==> config.mk <==
export PLATFORM = sky130hd
export DESIGN_NAME = host_wb_port
export DESIGN_NICKNAME = d
export VERILOG_FILES = /design/src/verilog/nn_ctrl_pkg.sv /design/src/verilog/nn_types_pkg.sv /design/src/verilog/host_wb_port.sv
export SDC_FILE = /design/constraint.sdc
export NUM_CORES = 1
export LEC_CHECK = 0
export BUFFER_PORTS_ARGS = -buffer_cell sky130_fd_sc_hd__buf_2
export CAP_MARGIN = 20
export CORE_MARGIN = 5
export CORE_UTILIZATION = 35
export DETAILED_ROUTE_END_ITERATION = 12
export PLACE_DENSITY = 0.77
export SYNTH_ARGS = -nofsm -noshare
export SYNTH_HDL_FRONTEND = slang
export SYNTH_SLANG_ARGS = --single-unit
==> constraint.sdc <==
create_clock -name clk -period 1.6 [get_ports clk]
set_clock_uncertainty 0.05 [all_clocks]
set_input_delay 0.24 -clock clk [delete_from_list [all_inputs] [get_ports clk]]
set_output_delay 0.24 -clock clk [all_outputs]
set_load 0.01 [all_outputs]
==> src/verilog/nn_ctrl_pkg.sv <==
package nn_ctrl_pkg;

  // matrix engine sequencing
  typedef enum logic [2:0] {
    S_IDLE,
    S_FETCH,       // weight row request for the current input index
    S_MAC,         // wait for row and activation
    S_BIAS_FETCH,
    S_OUT          // bias, relu, result stream
  } engine_state_t;

  typedef enum logic [1:0] {
    LAYER0,
    LAYER1,
    LAYER2,
    LAYER3
  } layer_e;

  // byte offsets inside register space
  typedef enum logic [11:0] {
    REG_CTRL   = 12'h000,  // bit 0 start, bits 2:1 layer
    REG_STATUS = 12'h004   // bit 0 busy, bits 2:1 layer
  } reg_addr_e;

  // byte address bit selecting register space over parameter space
  localparam int REG_SPACE_BIT = 12;

endpackage

==> src/verilog/nn_types_pkg.sv <==
package nn_types_pkg;

  // network geometry
  localparam int N_NEURON    = 32;   // outputs per layer, also activations per layer
  localparam int PARAM_DEPTH = 132;  // 128 weight rows + 4 bias rows
  localparam int BIAS_BASE   = 128;  // bias row of layer n sits at BIAS_BASE + n

  localparam int ACT_W  = 8;
  localparam int WGT_W  = 4;
  localparam int ACC_W  = 18;
  localparam int LANE_W = 32;        // host-visible slice of a memory word
  localparam int WORD_W = N_NEURON * WGT_W;

  typedef logic signed [ACT_W-1:0] act_t;
  typedef logic signed [WGT_W-1:0] wgt_t;
  typedef logic signed [ACC_W-1:0] acc_t;

  // code k in bits 4k+3:4k
  typedef logic [WORD_W-1:0] param_word_t;
  typedef logic [7:0]        mem_addr_t;

  typedef struct packed {
    logic              we;
    mem_addr_t         addr;
    logic [1:0]        lane;   // 32-bit slice of the word
    logic [LANE_W-1:0] wdata;
  } mem_req_t;

  typedef struct packed {
    logic [4:0] idx;    // output neuron
    acc_t       value;
  } result_t;

endpackage

==> src/verilog/host_wb_port.sv <==
`timescale 1ns/1ps

module host_wb_port (
  input  logic                   clk,
  input  logic                   rst_n,
  input  logic                   wb_cyc,
  input  logic                   wb_stb,
  input  logic                   wb_we,
  input  logic [12:0]            wb_adr,
  input  logic [31:0]            wb_dat_w,
  input  logic [3:0]             wb_sel,
  output logic [31:0]            wb_dat_r,
  output logic                   wb_ack,
  output nn_types_pkg::mem_req_t host_req,
  output logic                   host_req_valid,
  input  logic                   host_gnt,
  input  logic                   host_rvalid,
  input  logic [31:0]            host_rdata,
  output logic                   start,
  output nn_ctrl_pkg::layer_e    layer,
  input  logic                   busy
);

  import nn_types_pkg::*;
  import nn_ctrl_pkg::*;

  typedef enum logic [1:0] {
    HP_IDLE,
    HP_REQ,   // waiting for the arbiter
    HP_DATA   // grant seen, memory answers this cycle
  } port_state_t;

  port_state_t state;
  logic        wb_req;
  logic        reg_space;
  logic [31:0] status_word;

  assign wb_req         = wb_cyc && wb_stb && !wb_ack;  // no second hit in the ack cycle
  assign reg_space      = wb_adr[REG_SPACE_BIT];
  assign status_word    = {29'd0, layer, busy};
  assign host_req_valid = (state == HP_REQ);

  // an empty byte select writes nothing, any other select writes the whole lane
  always_comb begin
    host_req.we    = wb_we && (wb_sel != 4'b0000);
    host_req.addr  = wb_adr[11:4];
    host_req.lane  = wb_adr[3:2];
    host_req.wdata = wb_dat_w;
  end

  always_ff @(posedge clk or negedge rst_n) begin
    if (!rst_n) begin
      state    <= HP_IDLE;
      wb_ack   <= 1'b0;
      wb_dat_r <= '0;
      start    <= 1'b0;
      layer    <= LAYER0;
    end else begin
      wb_ack <= 1'b0;
      start  <= 1'b0;
      case (state)
        HP_IDLE: begin
          if (wb_req && reg_space) begin
            wb_ack <= 1'b1;
            if (wb_we) begin
              if ((wb_adr[11:0] == REG_CTRL) && !busy) begin
                layer <= layer_e'(wb_dat_w[2:1]);
                start <= wb_dat_w[0];
              end
            end else begin
              wb_dat_r <= (wb_adr[11:0] == REG_STATUS) ? status_word : 32'd0;
            end
          end else if (wb_req) begin
            state <= HP_REQ;  // parameter space goes through the arbiter
          end
        end
        HP_REQ: if (host_gnt) state <= HP_DATA;
        HP_DATA: begin
          if (host_rvalid) begin
            wb_ack   <= 1'b1;
            wb_dat_r <= host_rdata;
            state    <= HP_IDLE;
          end
        end
        default: state <= HP_IDLE;
      endcase
    end
  end

endmodule

-- Word level (Yosys, flattened, before mapping)
Cells that the tools add are included.
- eq/ne operators: 9
- multiplexer cells: 17
- reductions and logical operators: 14
- operators by type and width (kind ; number):
    32-bit two-way mux ; 3
    32-bit case mux with 2 select lines ; 1
    12-bit by 3-bit equality test with 1-bit output (second input constant) ; 1
    12-bit logical NOT ; 1
    4-bit AND reduction ; 3
    2-bit != test (second input constant) ; 5
    2-bit two-way mux ; 4
    1-bit two-way mux ; 6
    2-bit case mux with 3 select lines ; 1
    1-bit logical AND ; 5
    4-bit nonzero test ; 1
    3-bit two-way mux ; 1
    2-bit by 1-bit equality test with 1-bit output (second input constant) ; 1
    2-bit equality test (second input constant) ; 1
    1-bit logical NOT ; 2
    2-bit logical NOT ; 1
    2-bit by 1-bit != test with 1-bit output (second input constant) ; 1
    1-bit case mux with 2 select lines ; 1
    2-bit nonzero test ; 1
- flip-flop bits (word level): 38
- logic and storage cells: 45

-- Logic depth before layout (Yosys ltp)
- word-level depth: 6
- depth in mapped cells: 7

-- Least setup slack after synthesis
No wires, ideal clock.
- path type: flip-flop to flip-flop
- from: register wb_ack
- to: register layer[0]
- library setup time: 0.125 ns
- data arrival time: 1.709 ns
- setup slack: -0.284 ns
- stages on the path, launching flop included: 5
- cells stage by stage: dfrtp_1 > nand4bb_4 > or3b_4 > nor4_4 > mux2_2
- word-level cells in the longest chain between the ends: 4
- ends and longest elaborated chain (element ; line ; RTL):
    start, declared ; host_wb_port.sv:13 ; output logic wb_ack,
    start signal, assigned ; host_wb_port.sv:54 ; wb_ack <= 1'b0;
    start signal, assigned ; host_wb_port.sv:59 ; wb_ack <= 1'b0;
    start signal, assigned ; host_wb_port.sv:64 ; wb_ack <= 1'b1;
    1-bit logical NOT ; host_wb_port.sv:38 ; assign wb_req = wb_cyc && wb_stb && !wb_ack;
    1-bit logical AND ; host_wb_port.sv:38 ;
    1-bit logical AND ; host_wb_port.sv:63 ; if (wb_req && reg_space) begin
    4-bit AND reduction (no line) ; - ;
    end signal, assigned ; host_wb_port.sv:67 ; layer <= layer_e'(wb_dat_w[2:1]);
    end, declared ; host_wb_port.sv:20 ; output nn_ctrl_pkg::layer_e layer,
Every way passes these cells.
A chain may end at the register's enable or synchronous reset.

-- Worst setup path after layout
- from: register wb_ack
- to: register wb_dat_r[29]
- word-level cells in the longest chain between the ends: 5
- ends and longest elaborated chain (element ; line ; RTL):
    1-bit logical NOT ; host_wb_port.sv:38 ;
    1-bit logical AND ; host_wb_port.sv:38 ;
    1-bit logical AND ; host_wb_port.sv:63 ;
    2-bit != test (no line) ; - ;
    4-bit AND reduction (no line) ; - ;
    end signal, assigned ; host_wb_port.sv:71 ; wb_dat_r <= (wb_adr[11:0] == REG_STATUS) ? status_word : 32'd0;
    end signal, assigned ; host_wb_port.sv:81 ; wb_dat_r <= host_rdata;
    end, declared ; host_wb_port.sv:12 ; output logic [31:0] wb_dat_r,
Every way passes these cells.

==> results.md <==
- Status: finished with violations
- Failing checks: setup timing
- Setup TNS Final: -2120 ps
- Filler cells: approximately 500
- HPWL after DPL: 3.81 mm
- Pre-CTS setup slack: -205 ps
- Total GRT Usage: 13.4%
- CP most frequent cell: buf_4
- Cells after DPL: 360
- Worst IR Drop VDD: 0.394 mV
- Initial Utilization: 36.0%
- Initial antenna violation count: 0
- Post-synthesis cell type count: 27
- HP Class: in2reg
- Setup WS post-layout: -120 ps
- DIE WIDTH: between 80 and 90 µm
- Post-Syn Nets: 308
- Power after layout: 2.88 mW
- Initial DRC Count: 26
- Non-filler cells in the finished layout: 388
- Layout cell share with drive strength beyond 1: 60.4%
- CP Max Fanout: 7
- Remaining antenna violation count: 0
- CP max stage cell: dfrtp_1
- Nets@finish: 404
- Ys Warns: 0
- GPL Wtd Cong: roughly 0.74
- CTS tree: done
- Fin. Hold Viols: 0
- Measured slew at the worst slew-check pin: 473 ps
- Fmax: 581 MHz
- CP Launch Type: flop
- Vias in the first global route: around 1,700
- Vias: 1,797
- CP delay by family, top: buffers and inverters
- Mean post-synth cell area: 9.05 µm²
- Area Growth Syn to Fin: 49.1%
- Setup violators final: 31
- Post-DR wirelength/cell: 14.8 µm
- # rows: 27
- Reg2reg setup slack: -120 ps
- Cells after synthesis: 219
- H-tree Lvls: 2
- Largest net degree at the start of global routing: 39
- DRC: 0
- Placeable Area: 5510 µm²
- # clock sinks: 38
- Flops & latches, synth: 38
- Die area: 7270 µm²
- Max_slew headroom: 68.5%
- Post-synthesis sequential area ratio: 48.0%
- Detailed Routing Iterations Pass 1: 4
- Worst-case clock buffer depth: 2
- Max-cap viol count: 0
- Top-Level Pins: about 170
- Vias per cell: 4.63
- Crit path kind: reg2reg
- Leak: 1.53 nW
- Pwr/cell area: a little under 1000 nW/µm²
- Grt ovf: 0
- RSZ-0062 raised after global routing: yes
- Diodes inserted: 0
- CTS Buf Count: 5
- Input/output buffers: 110
- Fin. max-slew vios: 0
- Worst path bufs/invs: 4
- First-pass GRT wire length: 7.80 mm
- DRT Wirelength: 5.76 mm
- Tcrit/Tclk final: 108%
- Root Buffer: clkbuf_8
- Clock transition at path regs: 80 ps
- Chip Height: 85.3 µm
- Worst stage delay on the critical path: 380 ps
- CP Cell Sequence: nand4bb_4 -> buf_4 -> buf_4 -> o2bb2a_4 -> buf_12 -> clkbuf_16 -> nand2_1 -> o21ai_0
- CP arrival: 1840 ps
- Clock Latency Late Sink: between 200 and 300 ps
- CP Capture Type: flop
- Fin crit period: 1720 ps
- Synth Cell Area: 1980 µm²
- Critical Path RT: about 1700 ps
==> repair_timing <==
action                                 in CTS  in global routing
hold buffers                                1                  0
gates resized for setup                    23                 56
pin swaps                                   3                  9
endpoints found under the hold margin      38                  0
buffers inserted                            3                  8
setup endpoints to repair                  30                 35
cloned                                      2                  7
==> metal layers <==
| layer | track usage, % | part of all wire (%) | wire length, µm | vias to the layer above |
|---|---|---|---|---|
| met5 | 0 | 0 | 0 | - |
| met3 | 3.98 | 8.2 | 472 | 19 |
| li1 | - | - | - | 866 |
| met1 | 15.2 | 40 | 2320 | 830 |
| met4 | 6.62 | 2.5 | 144 | 0 |
| met2 | 22.8 | 49 | 2810 | 82 |
==> layout make-up <==
class / instances / area (µm²) / area share (%)
Inverter: 2 / 7.51 / 0.254
Timing Repair Buffer: 141 / 977 / 33.1
Multi-Input combinational cell: 127 / 818 / 27.7
Clock buffer: 8 / 110 / 3.73
Tap cell: 72 / 90.1 / 3.05
Sequential cell: 38 / 951 / 32.2
==> power breakdown <==
group	internal, mW	total, mW	switching, mW
Clock	0.435	0.756	0.321
Sequential	1.10	1.20	0.100
Combinational	0.474	0.925	0.451
Total	2.01	2.88	0.872
==> final timing paths <==
| kind | startpoint | cells after the start | to |
|---|---|---|---|
| setup / recovery | wb_ack$_DFF_PN0_ | 8 | wb_dat_r[29]$_DFFE_PN0P_ |
| hold / removal | wb_dat_w[0] | 2 | start$_DFF_PN0_ |
| setup reg to reg | wb_ack$_DFF_PN0_ | 8 | wb_dat_r[29]$_DFFE_PN0P_ |
| hold reg to reg | wb_dat_r[17]$_DFFE_PN0P_ | 2 | wb_dat_r[17]$_DFFE_PN0P_ |
| max in group asynchronous | rst_n | 3 | wb_dat_r[23]$_DFFE_PN0P_ |
| min in group asynchronous | rst_n | 3 | state[0]$_DFFE_PN0P_ |
==> kinds of logic (layout without fill, tap and decap cells) <==
group / count (synthesis) / in the layout / synth area share, %
mux: 2 / 2 / 1.14
simple gates: 85 / 85 / 20.8
buf+inv: 55 / 151 / 19.1
compound gates: 39 / 40 / 10.9
flops: 38 / 38 / 48.0
==> registers in the layout (all words and copies together) (netlist names) <==
name      count
wb_ack        1
layer         2
start         1
state         2
wb_dat_r     32
==> stage by stage <==
| step | area (µm²) | hold WS [ps] | utilization [%] |
|---|---|---|---|
| floorplan | 2000 | -106 | - |
| global placement | 2360 | 261 | 42.9 |
| detailed placement | 2360 | 264 | 42.9 |
| CTS | 2590 | 128 | 47.0 |
| global route | 2950 | 125 | 53.6 |
| finish | 2950 | 132 | 53.6 |
==> cells in the mapped netlist <==
library cell	number	area, µm²
and2_1	1	6.26
nand4bb_4	1	27.5
o41a_1	1	11.3
dfrtp_1	38	951
nor4_4	1	21.3
clkbuf_2	2	10.0
buf_6	1	11.3
and4bb_2	1	12.5
nor4b_1	1	8.76
nor2_1	3	11.3
buf_2	4	20.0
nor4_1	2	12.5
clkbuf_1	4	15.0
or3b_4	1	11.3
o21ai_0	27	135
nand2_1	66	248
or4_1	1	7.51
o2bb2a_4	1	20.0
and2b_1	1	7.51
o21ai_1	3	15.0
or3b_2	1	8.76
a21oi_1	7	35.0
mux2_2	2	22.5
inv_1	2	7.51
nor2b_1	4	25.0
nor3_1	1	5.00
buf_4	42	315
==> cell usage in the layout (no fill, tap or decap), types with 4 or more instances in the layout <==
cell type and count:
a21oi_2 4, buf_2 109, buf_4 11, buf_6 11
clkbuf_16 4, clkbuf_8 8, dfrtp_1 38, nand2_1 52
nand2_2 12, o21ai_1 16, o21ai_2 11
Power figures use the tool's default switching activity.
