`config.mk`:
```
export PLATFORM = sky130hd
export DESIGN_NAME = param_arbiter
export DESIGN_NICKNAME = d
export VERILOG_FILES = /design/src/verilog/nn_types_pkg.sv /design/src/verilog/param_arbiter.sv
export SDC_FILE = /design/constraint.sdc
export NUM_CORES = 1
export LEC_CHECK = 0
export BUFFER_PORTS_ARGS = -buffer_cell sky130_fd_sc_hd__buf_2
export CORE_AREA = 4 4 151 153
export CTS_CLUSTER_DIAMETER = 100
export DETAILED_ROUTE_END_ITERATION = 16
export DIE_AREA = 0 0 155 157
export SLEW_MARGIN = 25
export SYNTH_ARGS = -nofsm -noshare
export SYNTH_HDL_FRONTEND = slang
export SYNTH_SLANG_ARGS = --single-unit
```
`constraint.sdc`:
```
create_clock -name clk -period 2 [get_ports clk]
set_input_delay 0.4 -clock clk [delete_from_list [all_inputs] [get_ports clk]]
set_output_delay 0.4 -clock clk [all_outputs]
set_load 0.05 [all_outputs]
```
`src/verilog/nn_types_pkg.sv`:
```
package nn_types_pkg;

  // network geometry
  localparam int N_NEURON    = 32;   // outputs per layer, also activations per layer
  localparam int PARAM_DEPTH = 132;  // 128 weight rows + 4 bias rows
  localparam int BIAS_BASE   = 128;  // bias row of layer n sits at BIAS_BASE + n

  localparam int ACT_W  = 8;
  localparam int WGT_W  = 4;
  localparam int ACC_W  = 18;
  localparam int LANE_W = 32;        // host-visible slice of a memory word
  localparam int WORD_W = N_NEURON * WGT_W;

  typedef logic signed [ACT_W-1:0] act_t;
  typedef logic signed [WGT_W-1:0] wgt_t;
  typedef logic signed [ACC_W-1:0] acc_t;

  // code k in bits 4k+3:4k
  typedef logic [WORD_W-1:0] param_word_t;
  typedef logic [7:0]        mem_addr_t;

  typedef struct packed {
    logic              we;
    mem_addr_t         addr;
    logic [1:0]        lane;   // 32-bit slice of the word
    logic [LANE_W-1:0] wdata;
  } mem_req_t;

  typedef struct packed {
    logic [4:0] idx;    // output neuron
    acc_t       value;
  } result_t;

endpackage

```
`src/verilog/param_arbiter.sv`:
```
`timescale 1ns/1ps

module param_arbiter (
  input  logic                      clk,
  input  logic                      rst_n,
  input  nn_types_pkg::mem_req_t    host_req,
  input  logic                      host_req_valid,
  output logic                      host_gnt,
  output logic                      host_rvalid,
  output logic [31:0]               host_rdata,
  input  logic                      eng_req,
  input  nn_types_pkg::mem_addr_t   eng_addr,
  output logic                      eng_gnt,
  output logic                      eng_rvalid,
  output nn_types_pkg::param_word_t eng_rdata,
  output nn_types_pkg::mem_req_t    mem_req,
  output logic                      mem_en,
  input  nn_types_pkg::param_word_t mem_rdata
);

  import nn_types_pkg::*;

  logic       last_eng;     // engine was served last
  logic [1:0] host_lane_q;  // lane of the host read in flight

  // on conflict the side not served last wins
  assign host_gnt = host_req_valid && (!eng_req || last_eng);
  assign eng_gnt  = eng_req && !host_gnt;
  assign mem_en   = host_gnt || eng_gnt;

  always_comb begin
    if (host_gnt) begin
      mem_req = host_req;
    end else begin
      mem_req      = '0;  // engine only reads
      mem_req.addr = eng_addr;
    end
  end

  always_ff @(posedge clk or negedge rst_n) begin
    if (!rst_n) begin
      last_eng    <= 1'b1;  // first conflict goes to the host
      host_rvalid <= 1'b0;
      eng_rvalid  <= 1'b0;
    end else begin
      host_rvalid <= host_gnt;
      eng_rvalid  <= eng_gnt;
      if (eng_gnt) begin
        last_eng <= 1'b1;
      end else if (host_gnt) begin
        last_eng <= 1'b0;
      end
    end
  end

  always_ff @(posedge clk) begin
    if (host_gnt) host_lane_q <= host_req.lane;
  end

  assign host_rdata = mem_rdata[host_lane_q*LANE_W +: LANE_W];
  assign eng_rdata  = mem_rdata;

endmodule

```
# --- After elaboration in Yosys (flattened, before gate mapping) ---
# Index checks and enable logic that the tools add are counted.
word_totals:
  ff_bits: 5
  inputBits: 183
  out_inout_bits: 208
  word_cells: 15
classes:
  shift: 1
  mux: 3
  n_reduce_logical: 7
ops:
  columns: ["op", "count"]
  rows:
  - ["$shiftx A128 B8 Y32", 1]
  - ["$mux W43", 1]
  - ["$logic_and A1 B1 Y1", 2]
  - ["$logic_not A1 Y1", 2]
  - ["$logic_or A1 B1 Y1", 2]
  - ["$mux W1", 2]
  - ["$reduce_bool A2 Y1", 1]

# --- Longest topological paths before layout ---
# Gate-level depths: netlist (run 1).
depth:
  ltp_word: 6
  ltp_mapped: 4

# --- Worst setup path before layout (run 1) ---
# No wires, ideal clock.
synth_path:
  kind: "register to output"
  startpoint: "register last_eng"
  endpoint: "output port mem_req[25] (netlist bit)"
  arrival_time_ns: 1.671
  required_time_ns: 1.600
  slack_ns: -0.071
  stages_incl_launch_ff: 5
  n_path_buf: 1
  path_cell_list: "dfstp_2 -> inv_2 -> a21boi_4 -> buf_2 -> and2_1"
synth_lines:
  columns: ["element", "line", "rtl"]
  rows:
  - ["start: declaration", "param_arbiter.sv:23", "logic last_eng;"]
  - ["start signal: assignment", "param_arbiter.sv:42", "last_eng <= 1'b1;"]
  - ["start signal: assignment", "param_arbiter.sv:49", "last_eng <= 1'b1;"]
  - ["start signal: assignment", "param_arbiter.sv:51", "last_eng <= 1'b0;"]
  - ["end: declaration", "param_arbiter.sv:16", "output nn_types_pkg::mem_req_t mem_req,"]

==> metrics.txt, run 1 <==
VDD IR max 0.785 mV; synthesized area 2290 sq um; routed wire length 13700 microns; Mapped Nets 408; Layout area overhead 104%; GRT Overall Usage 0.0945; number of flops mapped to enable cells by yosys 2; worst slew pin tran 0.280 ns; Yosys reg bits 5; Critical Path, Cell by Cell inv_2, a21boi_4, buf_6, buf_6, buf_16, buf_8, and2_1, buf_6; top post-synthesis cells by area buf_4 (42%), mux4_2 (29%), and2_1 (9.6%); post-synthesis mux area share 0.357; largest family of logic cells by synthesized area buffers and inverters; DR vias/cell 3.52; Synth Warn # 0; CP dominant cell by count buf_6; Setup TNS Final -1.41 ns; first-pass GRT wire length 17500 microns; core area 21600 sq um; slowest CP cell dfstp_2; unrepaired setup endpoints after global routing yes; Pleak 2.45 nW; status finished, violations left; Slew Limit Fails 0; Worst-Skew Late Latency 0.23 ns; crit path buf inv count 6; worst setup margin -0.0903 ns; top cell type's share of synthesized area 0.419; io pins 391; Avg Cell Area, Syn 10.2 sq um; endpoints failing setup 48; Post-DP HPWL 10800 microns; Tcrit/Tclk final 1.05; Port Buffer Count 390; post-synth top area cell buf_4; crit path max fanout 6; Final min period 2.09 ns; Layout Nets 690; share of cells above drive strength 1 0.966; XOR/XNOR Fraction of Synth Area 0; GP Congestion 0.805; DRC 0; CTS clk-pin slew, worst paths 0.03 ns; Synth Area in Compound Gates 0.0136; worst path required time 1.60 ns; violated checks setup timing; slew margin rel. 0.815; top post-synthesis cells by count buf_4 (128), and2_1 (35), mux4_2 (30); hold crit path type in2reg; DRT Pass-1 Iters 4; starting density of the core 0.106; fillcell total 2328; pwr/cell area 571 nW/um^2; initial antenna violation count 2; via count 2772; cell area after layout 4670 sq um; Synth async-reset ratio 0.600; FMAX 478 MHz; post-synth cell types 19; biggest cell delay along the critical path 0.53 ns; DP Area 3670 sq um; CTS H-Tree Depth 1; register area 136 sq um; routed length per instance 17.4 microns; Critical Path AT 1.69 ns; Worst Setup Start Kind flip-flop; clk_skew 0.00102 ns; Primary FF master, synth edfxtp_1; Syn Inst Count 225; pin count of the biggest net entering global routing 32; chip width 155 microns; Die Ht 157 microns; post-synthesis adder-cell area fraction 0; Setup CP Type reg2out; Crit path max-delay family buffers and inverters; Num CTS Buffers 3; Core Rows 54; vias in the first global route 2856; endpoint type of the worst setup path primary output; grt ovf 0; CTS max path bufs 2; Fin. Hold Viols 0; maxcap violations 0; Multi-input gate area 1160 sq um; Die ar. 24300 sq um; antenna viol nets, final 0; CTS Sinks 5; sequential area share after synthesis 0.0595; CTS tree done; root buf cell clkbuf_16; DRT iter0 DRCs 132; Post-Synth Simple-Gate Area 0.0999; most frequent cell after synthesis buf_4
-- flip-flops by register name, summed over array words and instances, names as in the netlist --
| register | flops |
|---|---|
| host_lane_q | 2 |
| eng_rvalid | 1 |
| host_rvalid | 1 |
| last_eng | 1 |
-- routing by layer --
metal / GRT usage / vias up / share of wire
met5: 0 / - / 0
met4: 0.0164 / 0 / 0.0053
met2: 0.197 / 239 / 0.57
met1: 0.0986 / 1306 / 0.33
met3: 0.0159 / 4 / 0.097
li1: - / 1223 / -
-- metrics by stage --
step | hold WS [ns] | instances | utilization | setup slack [ns] | power (mW)
6_report | 0.381 | 788 | 0.217 | -0.0903 | 2.67
5_1_grt | 0.383 | 788 | 0.217 | -0.154 | 2.76
4_1_cts | 0.354 | 784 | 0.211 | -0.0926 | 2.64
3_5_place_dp | 0.197 | 762 | 0.170 | 0.0818 | 1.96
3_3_place_gp | 0.198 | 762 | 0.170 | 0.0898 | 1.95
2_1_floorplan | 0.104 | 225 | - | 0.0187 | 1.61
-- worst paths after layout --
check,start,end,depth (start not counted),slack (ns)
setup reg to reg,last_eng$_DFFE_PN1P_,host_lane_q[1]$_DFFE_PP_,9,0.21
max in group asynchronous,rst_n,last_eng$_DFFE_PN1P_,2,1.30
setup / recovery,last_eng$_DFFE_PN1P_,mem_req[19],8,-0.09
hold reg to reg,last_eng$_DFFE_PN1P_,last_eng$_DFFE_PN1P_,3,0.67
min in group asynchronous,rst_n,eng_rvalid$_DFF_PN0_,2,0.50
hold / removal,host_req[33],host_lane_q[1]$_DFFE_PP_,1,0.38
-- repair_timing --
item / 4_1_cts / 5_1_grt
resized for setup: 184 / 29
gates cloned: 6 / 2
hold buffers: 1 / 0
pin swaps: 3 / 0
buffers inserted: 11 / 1
endpoints found under the setup margin: 73 / 76
hold endpoints to repair: 2 / 0
-- kinds of logic after synthesis --
| kind of cell | count (synthesis) |
|---|---|
| buffers and inverters | 140 |
| multiplexers | 40 |
| AND/OR/NAND/NOR | 37 |
| flip-flops | 5 |
| AO/OA/AOI/OAI | 3 |
-- final cells by class --
cell class                 count  area share
timing repair buffer         416       0.630
inverter                       1    0.000803
tap                          280      0.0750
sequential                     5      0.0292
multi-input combinational     80       0.247
antenna                        2     0.00107
clock buffer                   4      0.0169
-- power breakdown --
part / switching, mW / leakage [nW] / total (mW) / internal, mW
Combinational: 1.41 / 2.36 / 2.21 / 0.803
Clock: 0.0639 / 0.0382 / 0.328 / 0.264
Sequential: 0.00751 / 0.0543 / 0.128 / 0.120
Total: 1.48 / 2.45 / 2.67 / 1.19
-- cells in the final DEF, fill, tap and decap left out, drive strengths merged, types with 2 or more instances in the layout --
cell    netlist  routed
a21boi        2       2
and2         35      35
buf         137     413
clkbuf        2       6
dfrtp         2       2
diode         0       2
edfxtp        2       2
mux2          8       8
mux4         32      32
Note: power is estimated with default switching activity, not from simulation.
==> inputs of run 2 (changes only) <==
--- a/config.mk
+++ b/config.mk
@@ -10,6 +10,7 @@
 export CTS_CLUSTER_DIAMETER = 100
 export DETAILED_ROUTE_END_ITERATION = 16
 export DIE_AREA = 0 0 155 157
+export REMOVE_ABC_BUFFERS = 1
 export SLEW_MARGIN = 25
 export SYNTH_ARGS = -nofsm -noshare
 export SYNTH_HDL_FRONTEND = slang
==> metrics.txt, run 2 (synthesis gave the netlist of run 1 again) <==
max reg flops 2 (unchanged); chip width 155 microns (unchanged); io pins 391 (unchanged); endpoint type of the worst setup path primary output; share of cells above drive strength 1 0.978 (+0.0117); Layout area overhead 106%; FMAX 472 MHz (-1.4%); DRC 0 (unchanged); Pleak 2.47 nW (+1.0%); slew margin rel. 0.799 (-0.0157); antenna viol nets, final 0 (unchanged); Die Ht 157 microns (unchanged); Tcrit/Tclk final 1.06 (+0.0150); hold crit path type in2reg; DRT iter0 DRCs 87 (-34%); CTS Sinks 5 (unchanged); GRT Overall Usage 0.115 (+0.0208); routed length per instance 21.4 microns (+23%); pwr/cell area 579 nW/um^2 (+1.3%); maxcap violations 0 (unchanged); GP Congestion 0.967 (+20%); first-pass GRT wire length 20400 microns (+17%); unrepaired setup endpoints after global routing yes; starting density of the core 0.106 (unchanged); DRT Pass-1 Iters 4 (unchanged); routed wire length 16800 microns (+22%); violated checks setup timing; commonest non-fill, non-tap cell in the layout buf_2; post-layout util 0.220 (+0.00284); Worst Setup Start Kind flip-flop; crit path max fanout 5 (-1); Setup CP Type reg2out; Non-Filler Instances 783 (-0.63%); CTS H-Tree Depth 1 (unchanged); cell area after layout 4730 sq um (+1.3%); Post-DP HPWL 13900 microns (+28%); Final min period 2.12 ns (+0.0301 ns); root buf cell clkbuf_16; most flop-heavy register host_lane_q; grt ovf 0 (unchanged); Fin. Hold Viols 0 (unchanged); dpl cells 760 (-0.26%); worst path required time 1.60 ns (about the same); initial antenna violation count 1 (-1); Critical Path AT 1.72 ns (+0.03 ns); Port Buffer Count 390 (unchanged); VDD IR max 0.469 mV (-40%); core area 21600 sq um (unchanged); highest-count cells in the layout ignoring fill and taps buf_2 (314), buf_6 (40), buf_8 (37), and2_4 (33), mux4_2 (32); Final Power 2.74 mW (+2.7%); pre-CTS WS 0.0656 ns (-0.0162 ns); Die ar. 24300 sq um (unchanged); worst setup margin -0.120 ns (-0.0301 ns); DP Area 3620 sq um (-1.5%); clk_skew 0.000988 ns (-0.0000333 ns); vias in the first global route 2953 (+3.4%); Layout Nets 686 (-0.58%); endpoints failing setup 67 (+40%); Worst-Skew Late Latency 0.23 ns (about the same); Core Rows 54 (unchanged); CTS clk-pin slew, worst paths 0.03 ns (about the same); pin count of the biggest net entering global routing 33 (+3.1%); status finished, violations left; Slew Limit Fails 0 (unchanged); CTS tree done; Num CTS Buffers 3 (unchanged); via count 2908 (+4.9%); CTS max path bufs 2 (unchanged); DR vias/cell 3.71 (+5.6%); worst slew pin tran 0.299 ns (+0.0190 ns); Fin Hold WS 0.359 ns (-0.0222 ns); Setup TNS Final -3.36 ns (-1.95 ns)
run 2: changes by cell type in the layout (fill, tap and decap cells not counted):
cell | before | now
diode_2 | 2 | 1
buf_4 | 7 | 5
clkbuf_16 | 5 | 6
buf_6 | 59 | 40
and2_4 | 23 | 33
and2_2 | 4 | 0
mux2_2 | 2 | 0
mux2_4 | 6 | 8
buf_8 | 21 | 37
and2_1 | 8 | 2
run 2: power by group:
group          leakage (nW)  total, mW  internal (mW)  switching (mW)
Combinational          2.38       2.28          0.831            1.45
Clock                0.0382      0.329          0.264          0.0650
Sequential           0.0543      0.125          0.120         0.00517
run 2: path summary, 6_finish.rpt:
check                                           from                  endpoint  slack [ns]  cells past startpoint
worst min-delay path                  host_req_valid      last_eng$_DFFE_PN1P_        0.36                      2
worst max register to register  last_eng$_DFFE_PN1P_  host_lane_q[0]$_DFFE_PP_        0.52                      5
max in group asynchronous                      rst_n      last_eng$_DFFE_PN1P_        1.30                      2
worst max-delay path            last_eng$_DFFE_PN1P_               mem_req[39]       -0.12                      6
worst min register to register  last_eng$_DFFE_PN1P_      last_eng$_DFFE_PN1P_        0.63                      3
min in group asynchronous                      rst_n      eng_rvalid$_DFF_PN0_        0.51                      2
run 2: area by class of cell:
class | instances | area (sq um)
timing repair buffer | 412 | 2980
tap | 280 | 350
multi-input combinational | 80 | 1180
inverter | 1 | 3.75
sequential | 5 | 136
antenna | 1 | 2.50
clock buffer | 4 | 78.8
fill | 2307 | 16800
run 2: routing by layer:
| layer | routed length (microns) | up-vias | GRT usage |
|---|---|---|---|
| met5 | 0 | - | 0 |
| met4 | 190 | 0 | 0.0219 |
| met3 | 2460 | 13 | 0.0456 |
| met2 | 8190 | 281 | 0.197 |
| met1 | 5930 | 1411 | 0.138 |
| li1 | - | 1203 | - |
run 2: worst max-delay path: stages, from the launching register on:
cell and delay [ns]:
dfstp_2 0.53, inv_2 0.04, a21boi_4 0.20, buf_12 0.16, buf_16 0.11, mux2_4 0.30
buf_6 0.15
run 2: what timing repair did:
item	CTS	global route
gates cloned	5	4
hold buffers	1	0
endpoints found under the setup margin	72	76
gates resized for setup	139	97
hold endpoints to repair	2	0
buffers inserted	5	4
pin swaps	1	13
==> inputs of run 3 (changes only) <==
--- a/config.mk
+++ b/config.mk
@@ -10,6 +10,7 @@
 export CTS_CLUSTER_DIAMETER = 100
 export DETAILED_ROUTE_END_ITERATION = 16
 export DIE_AREA = 0 0 155 157
+export RECOVER_POWER = 100
 export REMOVE_ABC_BUFFERS = 1
 export SLEW_MARGIN = 25
 export SYNTH_ARGS = -nofsm -noshare
==> metrics.txt, run 3 (synthesis gave the netlist of run 1 again) <==
Layout area overhead 99.2%; pwr/cell area 593 nW/um^2 (+2.4%); DR vias/cell 3.74 (+0.76%); DRT Pass-1 Iters 4 (unchanged); worst slew pin tran 0.753 ns (+0.454 ns); GRT Overall Usage 0.115 (unchanged); io pins 391 (unchanged); internal power 1.17 mW (-3.4%); CTS clk-pin slew, worst paths 0.03 ns (about the same); FMAX 472 MHz (about the same); busiest grt layer met2; Critical Path AT 1.72 ns (about the same); slowest CP cell dfstp_2; vias in the first global route 2953 (unchanged); DRT iter0 DRCs 99 (+14%); pin count of the biggest net entering global routing 33 (unchanged); hold crit path type in2reg; worst setup margin -0.120 ns (+0.000224 ns); Port Buffer Count 390 (unchanged); fillcell total 2399 (+4.0%); endpoints failing setup 68 (+1.5%); DP Area 3620 sq um (unchanged); Final min period 2.12 ns (-0.000224 ns); routed length per instance 21.7 microns (+1.2%); routed wire length 17000 microns (+1.2%); net load switching power 1.53 mW (+0.57%); Tcrit/Tclk final 1.06 (about the same); first-pass GRT wire length 20400 microns (unchanged); VDD IR max 0.467 mV (-0.43%); endpoint type of the worst setup path primary output; Slew Limit Fails 0 (unchanged); Post-DP HPWL 13900 microns (unchanged); Crit path max-delay family flip-flops; combinational share of power 0.832 (-0.002); slew margin rel. 0.500 (-0.299); unrepaired setup endpoints after global routing yes; Switching Share 0.566 (+0.00986); pre-CTS WS 0.0656 ns (unchanged); clock share of power 0.122 (+0.002); crit path max fanout 5 (unchanged); status finished, violations left; DRC 0 (unchanged); Die Ht 157 microns (unchanged); GP Congestion 0.967 (unchanged); Core Rows 54 (unchanged); CTS max path bufs 2 (unchanged); Num CTS Buffers 3 (unchanged); RR Startpoint last_eng$_DFFE_PN1P_; highest-count cells in the layout ignoring fill and taps buf_2 (179), clkbuf_1 (135), buf_6 (40), buf_8 (37), and2_4 (33); violated checks setup timing; CTS tree done; Pleak 2.10 nW (-15%); max reg flops 2 (unchanged); grt ovf 0 (unchanged); Worst Setup Start Kind flip-flop; Layout Nets 686 (unchanged); share of cells above drive strength 1 0.711 (-0.267); biggest cell delay along the critical path 0.53 ns (about the same); worst hold start host_req_valid; Setup CP Type reg2out; Critical Path, Cell by Cell inv_2, a21boi_4, buf_12, buf_16, mux2_4, buf_6; maxcap violations 0 (unchanged); cell area after layout 4570 sq um (-3.5%); Flop pwr share 0.046 (about the same); CTS H-Tree Depth 1 (unchanged); met1 Use GR 0.138 (unchanged); commonest non-fill, non-tap cell in the layout buf_2; initial antenna violation count 1 (unchanged); chip width 155 microns (unchanged); via count 2930 (+0.76%); worst path required time 1.60 ns (about the same); GRT met3 Usage 0.0456 (unchanged); Die ar. 24300 sq um (unchanged); antenna viol nets, final 0 (unchanged); most flop-heavy register host_lane_q; starting density of the core 0.106 (unchanged); Fin. Hold Viols 0 (unchanged); met2 usage 0.197 (unchanged); clk_skew 0.000892 ns (-0.0000955 ns); core area 21600 sq um (unchanged); crit path buf inv count 4 (unchanged); CTS Sinks 5 (unchanged); Setup crit start last_eng$_DFFE_PN1P_; Worst-Skew Late Latency 0.23 ns (about the same); root buf cell clkbuf_16
==> run 3: stage by stage <==
stage	total power [mW]	cells	util	TNS [ns]	hold WS, ns
after detailed placement	1.98	760	0.168	0	0.202
after global routing	2.80	783	0.212	-8.61	0.374
after floorplan	0.887	86	-	-31.43	0.104
after global placement	1.97	760	0.168	0	0.204
final	2.71	783	0.212	-3.35	0.357
after CTS	2.59	775	0.199	-1.74	0.356
==> run 3: per-layer routing <==
metal / share of wire / up-vias
met3: 0.13 / 13
li1: - / 1203
met5: 0 / -
met1: 0.37 / 1444
met2: 0.48 / 270
met4: 0.011 / 0
==> run 3: power by group through the flow <==
stage	clock network [mW]	registers [mW]	logic, mW
6_report	0.329	0.125	2.25
3_5_place_dp	0	0.128	1.85
2_1_floorplan	0	0.166	0.721
4_1_cts	0.335	0.125	2.13
5_1_grt	0.342	0.127	2.33
3_3_place_gp	0	0.127	1.84
==> run 3: area by class of cell <==
cell class	instances	area [sq um]	area share
antenna	1	2.50	0.000548
clock buffer	4	78.8	0.0173
inverter	1	3.75	0.000822
multi-input combinational	80	1180	0.259
sequential	5	136	0.0299
tap	280	350	0.0767
timing repair buffer	412	2810	0.616
==> run 3: worst paths after layout <==
kind | cells after the start | end | slack [ns]
worst min register to register | 3 | last_eng$_DFFE_PN1P_ | 0.63
worst max register to register | 5 | host_lane_q[0]$_DFFE_PP_ | 0.50
min in group asynchronous | 2 | eng_rvalid$_DFF_PN0_ | 0.52
max in group asynchronous | 2 | last_eng$_DFFE_PN1P_ | 1.25
worst min-delay path | 2 | last_eng$_DFFE_PN1P_ | 0.36
worst max-delay path | 6 | mem_req[39] | -0.12
==> run 3: timing repair <==
action	in CTS	in global routing
hold buffers	1	0
pin swaps	1	13
endpoints found under the hold margin	2	0
endpoints found under the setup margin	72	76
gates resized for setup	139	97
gates cloned	5	4
buffers inserted	5	4
==> run 3: worst register-to-register path: cells and delay by family (launching register included) <==
kind / cells / cell delay, ns
flops: 1 / 0.53
buf+inv: 4 / 0.49
compound gates: 1 / 0.20
